**config.mk**
```make
export PLATFORM = sky130hd
export DESIGN_NAME = matrixBank_flat
export DESIGN_NICKNAME = d
export VERILOG_FILES = /design/src/source/matrixPkg.sv /design/src/source/matrixWriteIf.sv /design/src/source/matrixBank.sv /design/src/flat_wrapper.sv
export SDC_FILE = /design/constraint.sdc
export NUM_CORES = 1
export LEC_CHECK = 0
export BUFFER_PORTS_ARGS = -buffer_cell sky130_fd_sc_hd__buf_2
export CAP_MARGIN = 20
export CORE_ASPECT_RATIO = 0.9
export CORE_MARGIN = 3
export CORE_UTILIZATION = 60
export DETAILED_ROUTE_END_ITERATION = 10
export PLACE_DENSITY = 0.89
export SLEW_MARGIN = 20
export SYNTH_ARGS = -nofsm -noshare
export SYNTH_HDL_FRONTEND = slang
export SYNTH_SLANG_ARGS = --single-unit
```
**constraint.sdc**
```tcl
create_clock -name clk -period 4.59 [get_ports clk]
set_clock_uncertainty 0.05 [all_clocks]
set_input_delay 0.6885 -clock clk [delete_from_list [all_inputs] [get_ports clk]]
set_output_delay 0.6885 -clock clk [all_outputs]
set_load 0.01 [all_outputs]
```
**src/source/matrixPkg.sv**
```systemverilog
package matrixPkg;

    ////////////////////
    // Sizes and widths
    ////////////////////

    // Command and data words
    localparam int wordWidth = 32;

    // Program memory depth in words
    localparam int memDepth = 64;
    localparam int memAddrWidth = $clog2(memDepth);

    // Sequencer addresses are byte addresses
    localparam int byteAddrWidth = memAddrWidth + 2;

    // Rows and columns of one matrix
    localparam int matrixDim = 4;

    // Program counter steps
    localparam logic [byteAddrWidth-1:0] cmdBytes = byteAddrWidth'(4);
    // One column of a LoadMatrix payload
    localparam logic [byteAddrWidth-1:0] columnBytes = byteAddrWidth'(16);
    // Command word plus sixteen data words
    localparam logic [byteAddrWidth-1:0] loadMatrixBytes =
        byteAddrWidth'(4 * (1 + matrixDim * matrixDim));

    // IEEE 754 single precision 1.0
    localparam logic [wordWidth-1:0] floatOne = 32'h3F800000;

    ////////////////////
    // Command encoding
    ////////////////////

    // Low byte of a command word
    typedef enum logic [7:0] {
        opHalt         = 8'h00,
        opMatrixMode   = 8'h10,   // bit 8 picks the matrix
        opLoadIdentity = 8'h11,
        opLoadMatrix   = 8'h13    // bit 31 set by convention, ignored
    } opcode_e;

    // Which matrix a command targets
    typedef enum logic {
        selModelview  = 1'b0,
        selProjection = 1'b1
    } matrixSel_e;

    ////////////////////
    // Sequencer states
    ////////////////////

    typedef enum logic [2:0] {
        stIdle,
        stFetch,
        stLoadColumn,
        stIdentityColumn,
        stHalted
    } seqState_e;

endpackage

```
**src/source/matrixWriteIf.sv**
```systemverilog
interface matrixWriteIf import matrixPkg::*; ();

    // One strobe, one full column
    logic writeEn;

    // Target matrix
    matrixSel_e matrixSel;

    // Column index within the matrix
    logic [1:0] column;

    // Column payload, entry 0 is row 0
    logic [matrixDim-1:0][wordWidth-1:0] colData;

    ////////////////////
    // Modports
    ////////////////////

    // Command side drives the write
    modport sequencer (
        output writeEn,
        output matrixSel,
        output column,
        output colData
    );

    // Storage side takes it
    modport bank (
        input writeEn,
        input matrixSel,
        input column,
        input colData
    );

endinterface

```
**src/source/matrixBank.sv**
```systemverilog
module matrixBank import matrixPkg::*; (
    input  logic                 clk,
    input  logic                 arstN,

    // Element readback select
    input  matrixSel_e           rdSel,
    input  logic [1:0]           rdRow,
    input  logic [1:0]           rdCol,

    // Column writes from the sequencer
    matrixWriteIf.bank           writePort,

    // Selected element
    output logic [wordWidth-1:0] rdData
);

    // Two matrices, indexed [matrix][row][column]
    logic [wordWidth-1:0] mats [2][matrixDim][matrixDim];

    // Write target
    logic                 wrMat;
    logic [1:0]           wrCol;

    assign wrMat = writePort.matrixSel;
    assign wrCol = writePort.column;

    ////////////////////
    // Storage
    ////////////////////

    always_ff @(posedge clk or negedge arstN) begin
        if (!arstN) begin
            // Both matrices start at zero
            for (int m = 0; m < 2; m++) begin
                for (int r = 0; r < matrixDim; r++) begin
                    for (int c = 0; c < matrixDim; c++) begin
                        mats[m][r][c] <= '0;
                    end
                end
            end
        end else if (writePort.writeEn) begin
            // Whole column in one cycle
            for (int r = 0; r < matrixDim; r++) begin
                mats[wrMat][r][wrCol] <= writePort.colData[r];
            end
        end
    end

    ////////////////////
    // Readback
    ////////////////////

    // Combinational, sees a column right after its write edge
    assign rdData = mats[rdSel][rdRow][rdCol];

endmodule

```
**src/flat_wrapper.sv**
```systemverilog
// flat-port wrapper written by rule: the top's interface ports become plain ports
module matrixBank_flat import matrixPkg::*;
  (clk, arstN, rdSel, rdRow, rdCol, rdData, writePort_writeEn, writePort_matrixSel, writePort_column, writePort_colData);
  matrixWriteIf writePort_i ();
  input  logic clk;
  input  logic arstN;
  input  matrixSel_e rdSel;
  input  logic [1:0] rdRow;
  input  logic [1:0] rdCol;
  output logic [wordWidth-1:0] rdData;
  input wire logic [$bits(writePort_i.writeEn)-1:0] writePort_writeEn;
  input wire logic [$bits(writePort_i.matrixSel)-1:0] writePort_matrixSel;
  input wire logic [$bits(writePort_i.column)-1:0] writePort_column;
  input wire logic [$bits(writePort_i.colData)-1:0] writePort_colData;
  assign writePort_i.writeEn = writePort_writeEn;
  assign writePort_i.matrixSel = writePort_matrixSel;
  assign writePort_i.column = writePort_column;
  assign writePort_i.colData = writePort_colData;
  matrixBank u_core (.clk(clk), .arstN(arstN), .rdSel(rdSel), .rdRow(rdRow), .rdCol(rdCol), .writePort(writePort_i), .rdData(rdData));
endmodule
```
==> run metrics <==
RR Startpoint=u_core.mats[506]; largest net degree at the start of global routing=129; Switching Fraction=between 20% and 30%; vias per cell=~6.3; Slew Limit Fails=0; relative slew slack=between 20% and 30%; Post-synth EDFFs=0; FFs w/ async S/R, synth=between 90% and 100%; largest cells by area after synthesis=dfrtp_1 (55%), mux2_2 (23%), mux2i_1 (11%), mux2_1 (2.0%), a22oi_1 (1.5%); Startpoint Class=input port; Detail Placement HPWL=between 60 and 70 mm; Final period util=76.66%; CTS resizes=0; FF-to-FF setup slack=~3.7 ns; CTS Sinks=~1.0k; Worst VDD drop=approximately 0.00027 V; Synth area leader=dfrtp_1; total negative setup slack=0 ns; total power=24.65 mW; main combinational cell family by area after synthesis=multiplexers; PortBufs=between 150 and 200; worst-case reg-to-reg path depth=1; Starting Density=between 60% and 70%; Die Y-Extent=between 200 and 300 um; Seq cells post-synth=between 1k and 1.5k; DR pass1 iterations=6; DRT iter0 DRCs=between 2k and 2.5k; unrepaired setup endpoints after global routing=false; H-tree depth=3; Top FF cell, synth=dfrtp_1; Mapped Cells=roughly 3.3k; Pwr Density=approximately 470 nW/um^2; Max Cap Viol=0; Int Power=18.20 mW; max FFs per register=between 1k and 1.5k; clk slew on worst S/H paths=about 0.06 ns; Leak=23.43 nW; RR Endpoint=u_core.mats[506]; Hold EP=u_core.mats[571]; CTS tree=done; area grow syn2layout=10.98%; final hold violations=0; Crit path arrival time=roughly 2.8 ns; Sequential Power Share=roughly half; GRT overflow=0; Antenna Violating Nets Remaining=0; vias in the first global route=30.62k; Achievable Freq=284.2 MHz; # IOs=roughly 170; worst setup path category=in -> out; WL final=roughly 110 mm; final core occ=67.69%; area fraction in compound gates after synthesis=approximately 4.2%; Crit Path Max Fanout=57; core area=approximately 77000 um^2; status=completed; DR DRC count=0; simple-gate share of the synthesized area=under 10%; layout cells sized above 1=between 30% and 40%; initial antenna violation count=26; Vias=28.83k; multiplexer share of the synthesized area=a little over a third; average size of a mapped cell=between 10 and 15 um^2; biggest regs=u_core.mats: 1024 flops; final hold slack=between 0.3 and 0.4 ns; Yosys cell types=25; Top reg by flops=u_core.mats; GRT Util Overall=a little over a quarter; combinational share of power=between 10% and 20%; Final #Nets=around 3.6k; Final GP Congestion=0.7784; Yosys top cell area share=around 55%; Worst-Margin Slew=about 1.1 ns; post-DR wirelength/cell=about 24 um; sequential area share after synthesis=between 50% and 60%; Yosys warnings=0; Die Area=81410 um^2; power share of the clock group=34.0%; width of the die=around 300 um; Worst setup EP type=primary output; Post-CTS Setup Inserts=0; # rows=96; global-route wire length before repair=about 180 mm; Net Count, Synth=~3.5k; CTS root buf=clkbuf_16; Psw=between 6 and 7 mW; CTS Buf Count=roughly 100; fin crit period=around 3.5 ns; Synth Area in XOR/XNOR=0%; HP Class=in -> reg; Worst-Skew Late Latency=0.65 ns; Commonest cells post-synth=dfrtp_1 (1024), mux2_2 (939), mux2i_1 (512), buf_2 (101), nand2_1 (98); Synth Area in Adders=0%; clk buf depth=3; cell count of the worst hold path=2; Setup Viol. Count Final=0; count leader, synth=dfrtp_1; Fill cells=roughly 5k; Post-Syn Area=roughly 47000 um^2; Worst Min Path Start=writePort_colData[123]; Required @ worst endpoint=just under 4 ns
[area by class of cell]
type / instances / area [um^2] / share of cell area [%]
Sequential cell: 1024 / 25620 / 49.32
Clock buffer: 142 / 2923 / 5.626
Clock inverter: 35 / 437.9 / 0.8429
Multi-Input combinational cell: 2066 / 19800 / 38.10
Tap cell: 1029 / 1287 / 2.478
Timing Repair Buffer: 232 / 1827 / 3.516
Antenna cell: 23 / 57.56 / 0.1108
[power groups by stage]
stage | Sequential, mW | Combinational (mW) | Clock [mW]
finish | 12.1 | 4.14 | 8.39
detailed placement | 12.2 | 4.08 | 0
floorplan | 11.8 | 3.08 | 0
CTS | 12.1 | 4.16 | 8.49
global placement | 12.0 | 3.88 | 0
global route | 12.3 | 4.51 | 8.86
[cells by family (layout without fill, tap and decap cells)]
kind of cell           Yosys count  count (layout)
AOI/OAI and AO/OA              288             288
buffers and inverters          238             409
other                            0              23
and+or+nand+nor                242             242
DFF                           1024            1024
muxes                         1536            1536
[worst max path at each step]
stage,from,depth (start not counted),slack (ns),endpoint
5_1_grt,rdRow[0],8,1.05,rdData[26]
6_report,rdRow[0],8,1.07,rdData[26]
3_3_place_gp,rdRow[0],8,1.17,rdData[2]
4_1_cts,rdRow[0],8,1.17,rdData[2]
3_5_place_dp,rdRow[0],8,1.17,rdData[2]
2_1_floorplan,rdRow[0],8,2.03,rdData[25]
[metrics by stage]
stage	area, um^2	setup slack [ns]	cells
detailed placement	48530	1.173	4350
global route	51930	1.049	4543
floorplan	46810	2.029	3328
global placement	48530	1.174	4350
finish	51950	1.071	4551
CTS	51900	1.172	4528
[per-layer routing]
metal / GRT usage, % / vias up / wire, um
met2: 43.56 / 826 / 53360
met1: 37.45 / 15390 / 48120
met5: 0 / - / 46
li1: - / 12430 / -
met3: 5.392 / 176 / 6336
met4: 8.097 / 8 / 2661
[critical path, stage by stage]
cell     delay (ns)
buf_8          0.45
buf_12         0.43
mux2i_1        0.31
a22o_1         0.17
nor3_1         0.06
a31oi_1        0.22
nand3_1        0.16
buf_2          0.18
[layout by cell type, fill, tap and decap left out, drive strengths merged]
| cell | instances |
|---|---|
| a21oi | 96 |
| a22o | 64 |
| a22oi | 96 |
| a31oi | 32 |
| and2 | 1 |
| buf | 231 |
| bufinv | 8 |
| clkbuf | 142 |
| clkinv | 21 |
| clkinvlp | 4 |
| dfrtp | 1024 |
| diode | 23 |
| dlygate4sd3 | 1 |
| inv | 2 |
| mux2 | 1024 |
| mux2i | 512 |
| nand2 | 98 |
| nand2b | 3 |
| nand3 | 96 |
| nand4 | 1 |
| nand4b | 3 |
| nor2 | 1 |
| nor2b | 2 |
| nor3 | 34 |
| nor3b | 2 |
| or2 | 1 |
[what timing repair did]
| action | in CTS | in global routing |
|---|---|---|
| endpoints found under the setup margin | 0 | 0 |
| hold buffers | 1 | 0 |
| hold endpoints to repair | 1 | 0 |
Power figures use the tool's default switching activity.
