`src/source/matrixPkg.sv`:
```
package matrixPkg;

    ////////////////////
    // Sizes and widths
    ////////////////////

    // Command and data words
    localparam int wordWidth = 32;

    // Program memory depth in words
    localparam int memDepth = 64;
    localparam int memAddrWidth = $clog2(memDepth);

    // Sequencer addresses are byte addresses
    localparam int byteAddrWidth = memAddrWidth + 2;

    // Rows and columns of one matrix
    localparam int matrixDim = 4;

    // Program counter steps
    localparam logic [byteAddrWidth-1:0] cmdBytes = byteAddrWidth'(4);
    // One column of a LoadMatrix payload
    localparam logic [byteAddrWidth-1:0] columnBytes = byteAddrWidth'(16);
    // Command word plus sixteen data words
    localparam logic [byteAddrWidth-1:0] loadMatrixBytes =
        byteAddrWidth'(4 * (1 + matrixDim * matrixDim));

    // IEEE 754 single precision 1.0
    localparam logic [wordWidth-1:0] floatOne = 32'h3F800000;

    ////////////////////
    // Command encoding
    ////////////////////

    // Low byte of a command word
    typedef enum logic [7:0] {
        opHalt         = 8'h00,
        opMatrixMode   = 8'h10,   // bit 8 picks the matrix
        opLoadIdentity = 8'h11,
        opLoadMatrix   = 8'h13    // bit 31 set by convention, ignored
    } opcode_e;

    // Which matrix a command targets
    typedef enum logic {
        selModelview  = 1'b0,
        selProjection = 1'b1
    } matrixSel_e;

    ////////////////////
    // Sequencer states
    ////////////////////

    typedef enum logic [2:0] {
        stIdle,
        stFetch,
        stLoadColumn,
        stIdentityColumn,
        stHalted
    } seqState_e;

endpackage

```
`src/source/matrixWriteIf.sv`:
```
interface matrixWriteIf import matrixPkg::*; ();

    // One strobe, one full column
    logic writeEn;

    // Target matrix
    matrixSel_e matrixSel;

    // Column index within the matrix
    logic [1:0] column;

    // Column payload, entry 0 is row 0
    logic [matrixDim-1:0][wordWidth-1:0] colData;

    ////////////////////
    // Modports
    ////////////////////

    // Command side drives the write
    modport sequencer (
        output writeEn,
        output matrixSel,
        output column,
        output colData
    );

    // Storage side takes it
    modport bank (
        input writeEn,
        input matrixSel,
        input column,
        input colData
    );

endinterface

```
`src/source/commandSequencer.sv`:
```
module commandSequencer import matrixPkg::*; (
    input  logic                                clk,
    input  logic                                arstN,

    // Host control
    input  logic                                start,

    // Memory read data
    input  logic [wordWidth-1:0]                cmdWord,
    input  logic [matrixDim-1:0][wordWidth-1:0] dataWords,

    // Memory read addresses, byte addressed
    output logic [byteAddrWidth-1:0]            cmdAddr,
    output logic [byteAddrWidth-1:0]            dataAddr,

    // Status
    output logic                                busy,
    output logic                                done,
    output logic                                illegalOp,

    // Column writes into the bank
    matrixWriteIf.sequencer                     writePort
);

    // Control state
    seqState_e               state;
    logic [byteAddrWidth-1:0] pc;
    matrixSel_e              curSel;
    logic [1:0]              colCount;

    // Decoded command fields
    opcode_e                 opcode;
    matrixSel_e              modeSel;

    // Start is only taken when not running
    logic                    startAccept;
    logic                    lastColumn;

    ////////////////////
    // Decode
    ////////////////////

    assign opcode  = opcode_e'(cmdWord[7:0]);
    // MatrixMode operand
    assign modeSel = matrixSel_e'(cmdWord[8]);

    assign startAccept = start && (state == stIdle || state == stHalted);
    assign lastColumn  = (colCount == 2'd3);

    // Command word sits at the program counter
    assign cmdAddr = pc;

    // Payload column c starts 4 + 16c bytes past the command
    assign dataAddr = pc + cmdBytes + (columnBytes * colCount);

    // Running in any active state
    assign busy = (state == stFetch) || (state == stLoadColumn) ||
                  (state == stIdentityColumn);

    ////////////////////
    // State machine
    ////////////////////

    always_ff @(posedge clk or negedge arstN) begin
        if (!arstN) begin
            state     <= stIdle;
            pc        <= '0;
            curSel    <= selModelview;
            colCount  <= '0;
            done      <= 1'b0;
            illegalOp <= 1'b0;
        end else begin
            // Done is a single cycle pulse
            done <= 1'b0;

            case (state)
                stIdle, stHalted: begin
                    if (startAccept) begin
                        state     <= stFetch;
                        pc        <= '0;
                        colCount  <= '0;
                        illegalOp <= 1'b0;
                    end
                end

                stFetch: begin
                    case (opcode)
                        opMatrixMode: begin
                            curSel <= modeSel;
                            pc     <= pc + cmdBytes;
                        end
                        opLoadMatrix: begin
                            state    <= stLoadColumn;
                            colCount <= '0;
                        end
                        opLoadIdentity: begin
                            state    <= stIdentityColumn;
                            colCount <= '0;
                        end
                        opHalt: begin
                            state <= stHalted;
                            done  <= 1'b1;
                        end
                        default: begin
                            // Unknown opcode stops like Halt
                            state     <= stHalted;
                            done      <= 1'b1;
                            illegalOp <= 1'b1;
                        end
                    endcase
                end

                stLoadColumn: begin
                    colCount <= colCount + 2'd1;
                    // Skip command and payload
                    if (lastColumn) begin
                        state <= stFetch;
                        pc    <= pc + loadMatrixBytes;
                    end
                end

                stIdentityColumn: begin
                    colCount <= colCount + 2'd1;
                    if (lastColumn) begin
                        state <= stFetch;
                        pc    <= pc + cmdBytes;
                    end
                end

                default: begin
                    state <= stIdle;
                end
            endcase
        end
    end

    ////////////////////
    // Bank write
    ////////////////////

    // One column per cycle in either write state
    assign writePort.writeEn   = (state == stLoadColumn) || (state == stIdentityColumn);
    assign writePort.matrixSel = curSel;
    assign writePort.column    = colCount;

    // Payload words or an identity column
    always_comb begin
        for (int r = 0; r < matrixDim; r++) begin
            if (state == stLoadColumn) begin
                writePort.colData[r] = dataWords[r];
            end else if (r == int'(colCount)) begin
                writePort.colData[r] = floatOne;
            end else begin
                writePort.colData[r] = '0;
            end
        end
    end

endmodule

```
`src/flat_wrapper.sv`:
```
// flat-port wrapper written by rule: the top's interface ports become plain ports
module commandSequencer_flat import matrixPkg::*;
  (clk, arstN, start, cmdWord, dataWords, cmdAddr, dataAddr, busy, done, illegalOp, writePort_writeEn, writePort_matrixSel, writePort_column, writePort_colData);
  matrixWriteIf writePort_i ();
  input  logic clk;
  input  logic arstN;
  input  logic start;
  input  logic [wordWidth-1:0] cmdWord;
  input  logic [matrixDim-1:0][wordWidth-1:0] dataWords;
  output logic [byteAddrWidth-1:0] cmdAddr;
  output logic [byteAddrWidth-1:0] dataAddr;
  output logic busy;
  output logic done;
  output logic illegalOp;
  output wire logic [$bits(writePort_i.writeEn)-1:0] writePort_writeEn;
  output wire logic [$bits(writePort_i.matrixSel)-1:0] writePort_matrixSel;
  output wire logic [$bits(writePort_i.column)-1:0] writePort_column;
  output wire logic [$bits(writePort_i.colData)-1:0] writePort_colData;
  assign writePort_writeEn = writePort_i.writeEn;
  assign writePort_matrixSel = writePort_i.matrixSel;
  assign writePort_column = writePort_i.column;
  assign writePort_colData = writePort_i.colData;
  commandSequencer u_core (.clk(clk), .arstN(arstN), .start(start), .cmdWord(cmdWord), .dataWords(dataWords), .cmdAddr(cmdAddr), .dataAddr(dataAddr), .busy(busy), .done(done), .illegalOp(illegalOp), .writePort(writePort_i));
endmodule
```
`config.mk`:
```
export PLATFORM = sky130hd
export DESIGN_NAME = commandSequencer_flat
export DESIGN_NICKNAME = d
export VERILOG_FILES = /design/src/source/matrixPkg.sv /design/src/source/matrixWriteIf.sv /design/src/source/commandSequencer.sv /design/src/flat_wrapper.sv
export SDC_FILE = /design/constraint.sdc
export NUM_CORES = 1
export LEC_CHECK = 0
export BUFFER_PORTS_ARGS = -buffer_cell sky130_fd_sc_hd__buf_2
export CORE_AREA = 2 2 122 124
export CTS_CLUSTER_DIAMETER = 60
export DETAILED_ROUTE_END_ITERATION = 10
export DIE_AREA = 0 0 124 126
export PLACE_DENSITY = 0.46
export SLEW_MARGIN = 25
export SYNTH_ARGS = -nofsm -noshare
export SYNTH_HDL_FRONTEND = slang
export SYNTH_SLANG_ARGS = --single-unit
```
`constraint.sdc`:
```
create_clock -name clk -period 2.4 [get_ports clk]
set_input_delay 0.48 -clock clk [delete_from_list [all_inputs] [get_ports clk]]
set_output_delay 0.48 -clock clk [all_outputs]
set_load 0.05 [all_outputs]
```
==> impl_metrics.toml <==
[layout]
mostFrequentLayoutCell = "buf_2"
final_cells = 742
drive_above_1_share = 0.592
layout_common_cells = "buf_2 (267), and2_1 (101), a21o_1 (29), clkbuf_4 (16), nand2_1 (14)"
fin_nets = 729
areaGrowthSynthToFinish_pct = 93.9

[floorplan]
die_x_um = 124
rows = 44
coreArea_sq_um = 14300
initial_core_util = 0.144
io_pins = 314
die_area_sq_um = 15600
die-height_um = 126

[cts]
htree_levels = 1
ctsLongestPathBuffers = 2
cts_sinks = 14
hold_buffers = 0
clock_latency_ps = 240
clk_pin_slew_worst_paths_ps = 50
cts-root-buf = "clkbuf_16"
cts_tree = "done"
cts_buffers = 3

[setup_path]
worstPathRequired_ps = 1920
cp_num_buf_inv = 1
critical_path.top_delay_family = "adder cells"
crit_slowest_cell = "dfrtp_2"
critPathMaxStageDelay_ps = 430
end_kind = "output pin"
cp_cell_sequence = "ha_4 -> xor2_1 -> ha_2 -> fa_2 -> xor2_4 -> xnor2_4 -> buf_6"
worstSetupStartpointType = "register"
cp_max_fo = 4
arrival_ps = 2040
worstSetupPathType = "register to output pin"

[detailed_routing]
ant_nets = 0
first_pass_iters = 4
initialDrtViolationCount = 86
viasPerCell = 4.06
routed_wl_um = 11800
drc = 0
wire_per_inst_um = 15.9
vias = 3014

[global_route]
grt_max_degree = 50
antenna_found_initial = 2
grt_pass1_wl_um = 15600
track_usage = 0.131
globalRouteOverflowTotal = 0
grt_pass1_vias = 2733

[synthesis]
synth.distinct_cells = 46
synth_edf_count = 0
ys_warn_count = 0
synth_top_flop_cell = "dfrtp_1"
async_flop_share = 1.00
syn-instance-count = 274
synth_seq_cells = 14
ys_seq_area_frac = 0.170
syn_area_per_cell_sq_um = 7.51
synthesis.area_sq_um = 2060

[timing]
hold_viol = 0
slew_viol_final = 0
clock.fmax_mhz = 396
rsz0062_at_grt = "true"
finalWorstSetupSlack_ps = -124
clock_skew_ps = 1.95
setup_viol_count_final = 2
post-route-period-util = 1.05
fin_crit_ps = 2520

[placement]
dp_cells = 734
hpwl_um = 9960
port_buffers = 286
gp_congestion = 0.881

[min_path]
hold_class = "input port to async pin"

[power]
finalPower_mw = 0.992
peakVddDrop_mv = 0.235
leakagePower_nw = 2.56
p_per_area_nw_per_um2 = 249

[outcome]
status = "complete, but fails checks"
failed_checks = "negative setup slack"

[job]
maxCapViolCount = 0
==> cell usage after synthesis (all sizes together) (3+ instances only) <==
| master | instances | share of area |
|---|---|---|
| a21o | 29 | 0.11 |
| a21oi | 7 | 0.017 |
| and2 | 102 | 0.31 |
| buf | 11 | 0.043 |
| clkbuf | 15 | 0.032 |
| dfrtp | 14 | 0.17 |
| ha | 7 | 0.043 |
| inv | 5 | 0.0091 |
| nand2 | 14 | 0.026 |
| nand3 | 5 | 0.012 |
| nand4 | 3 | 0.012 |
| nor2 | 12 | 0.022 |
| nor2b | 9 | 0.027 |
| o21ai | 9 | 0.022 |
==> kinds of logic after synthesis <==
logic type,count (synthesis),synth area share
AND/OR/NAND/NOR,156,0.464
AO/OA/AOI/OAI,58,0.201
buffers and inverters,31,0.0839
flip-flops,14,0.170
adder cells (fa/ha/maj),8,0.0523
XOR/XNOR,4,0.0170
multiplexers,2,0.00973
other,1,0.00182
==> timing repair <==
action,in CTS,in global routing
pin swaps,4,3
gates resized for setup,8,25
gates cloned,0,1
setup endpoints to repair,31,103
setup buffers,1,1
==> worst paths after layout <==
check / start / slack, ps / to / cells after the start
max: u_core.cmdAddr[3] / -120 / dataAddr[6] / 7
min reg2reg: u_core.writePort.matrixSel / 480 / u_core.writePort.matrixSel / 2
min in group clk: cmdWord[8] / 430 / u_core.writePort.matrixSel / 3
min: arstN / 140 / u_core.illegalOp / 1
max reg2reg: u_core.state[1] / 710 / u_core.cmdAddr[7] / 5
max in group asynchronous: arstN / 1970 / u_core.state[0] / 1
==> through the flow <==
step / setup slack, ps / setup TNS [ps] / utilization / area (sq um) / hold slack, ps
floorplan: -101 / -138 / - / 2140 / 184
global placement: -24.1 / -24.1 / 0.263 / 3770 / 404
detailed placement: -33.2 / -58.9 / 0.263 / 3770 / 414
CTS: -168 / -329 / 0.272 / 3890 / 153
global route: -221 / -422 / 0.279 / 3990 / 169
finish: -124 / -231 / 0.279 / 3990 / 144
==> report_power, final <==
group / internal, mW / total (mW) / switching, mW
combinational: 0.158 / 0.396 / 0.238
clock: 0.225 / 0.324 / 0.0991
sequential: 0.252 / 0.272 / 0.0198
total: 0.635 / 0.992 / 0.357
==> layer usage <==
layer  up-vias  part of all wire  global-route usage
li1       1465                 -                   -
met1      1402              0.43               0.175
met2       145              0.47               0.219
met3         2              0.10              0.0380
met4         0            0.0012             0.00397
met5         -                 0                   0
==> layout make-up <==
cell class / instances / area, sq um
diodes: 1 / 2.50
clock buffers: 4 / 78.8
fillers: 1629 / 10300
inverters: 5 / 18.8
multi-input cells: 232 / 1650
flip-flops and latches: 14 / 355
well taps: 184 / 230
repair buffers: 302 / 1660
==> state kept, by name, summed over array words and instances (netlist names) <==
signal / flops
u_core.illegalOp: 1
u_core.done: 1
u_core.writePort.column: 2
u_core.state: 3
u_core.writePort.matrixSel: 1
u_core.cmdAddr: 6
Note: power is estimated with default switching activity, not from simulation.
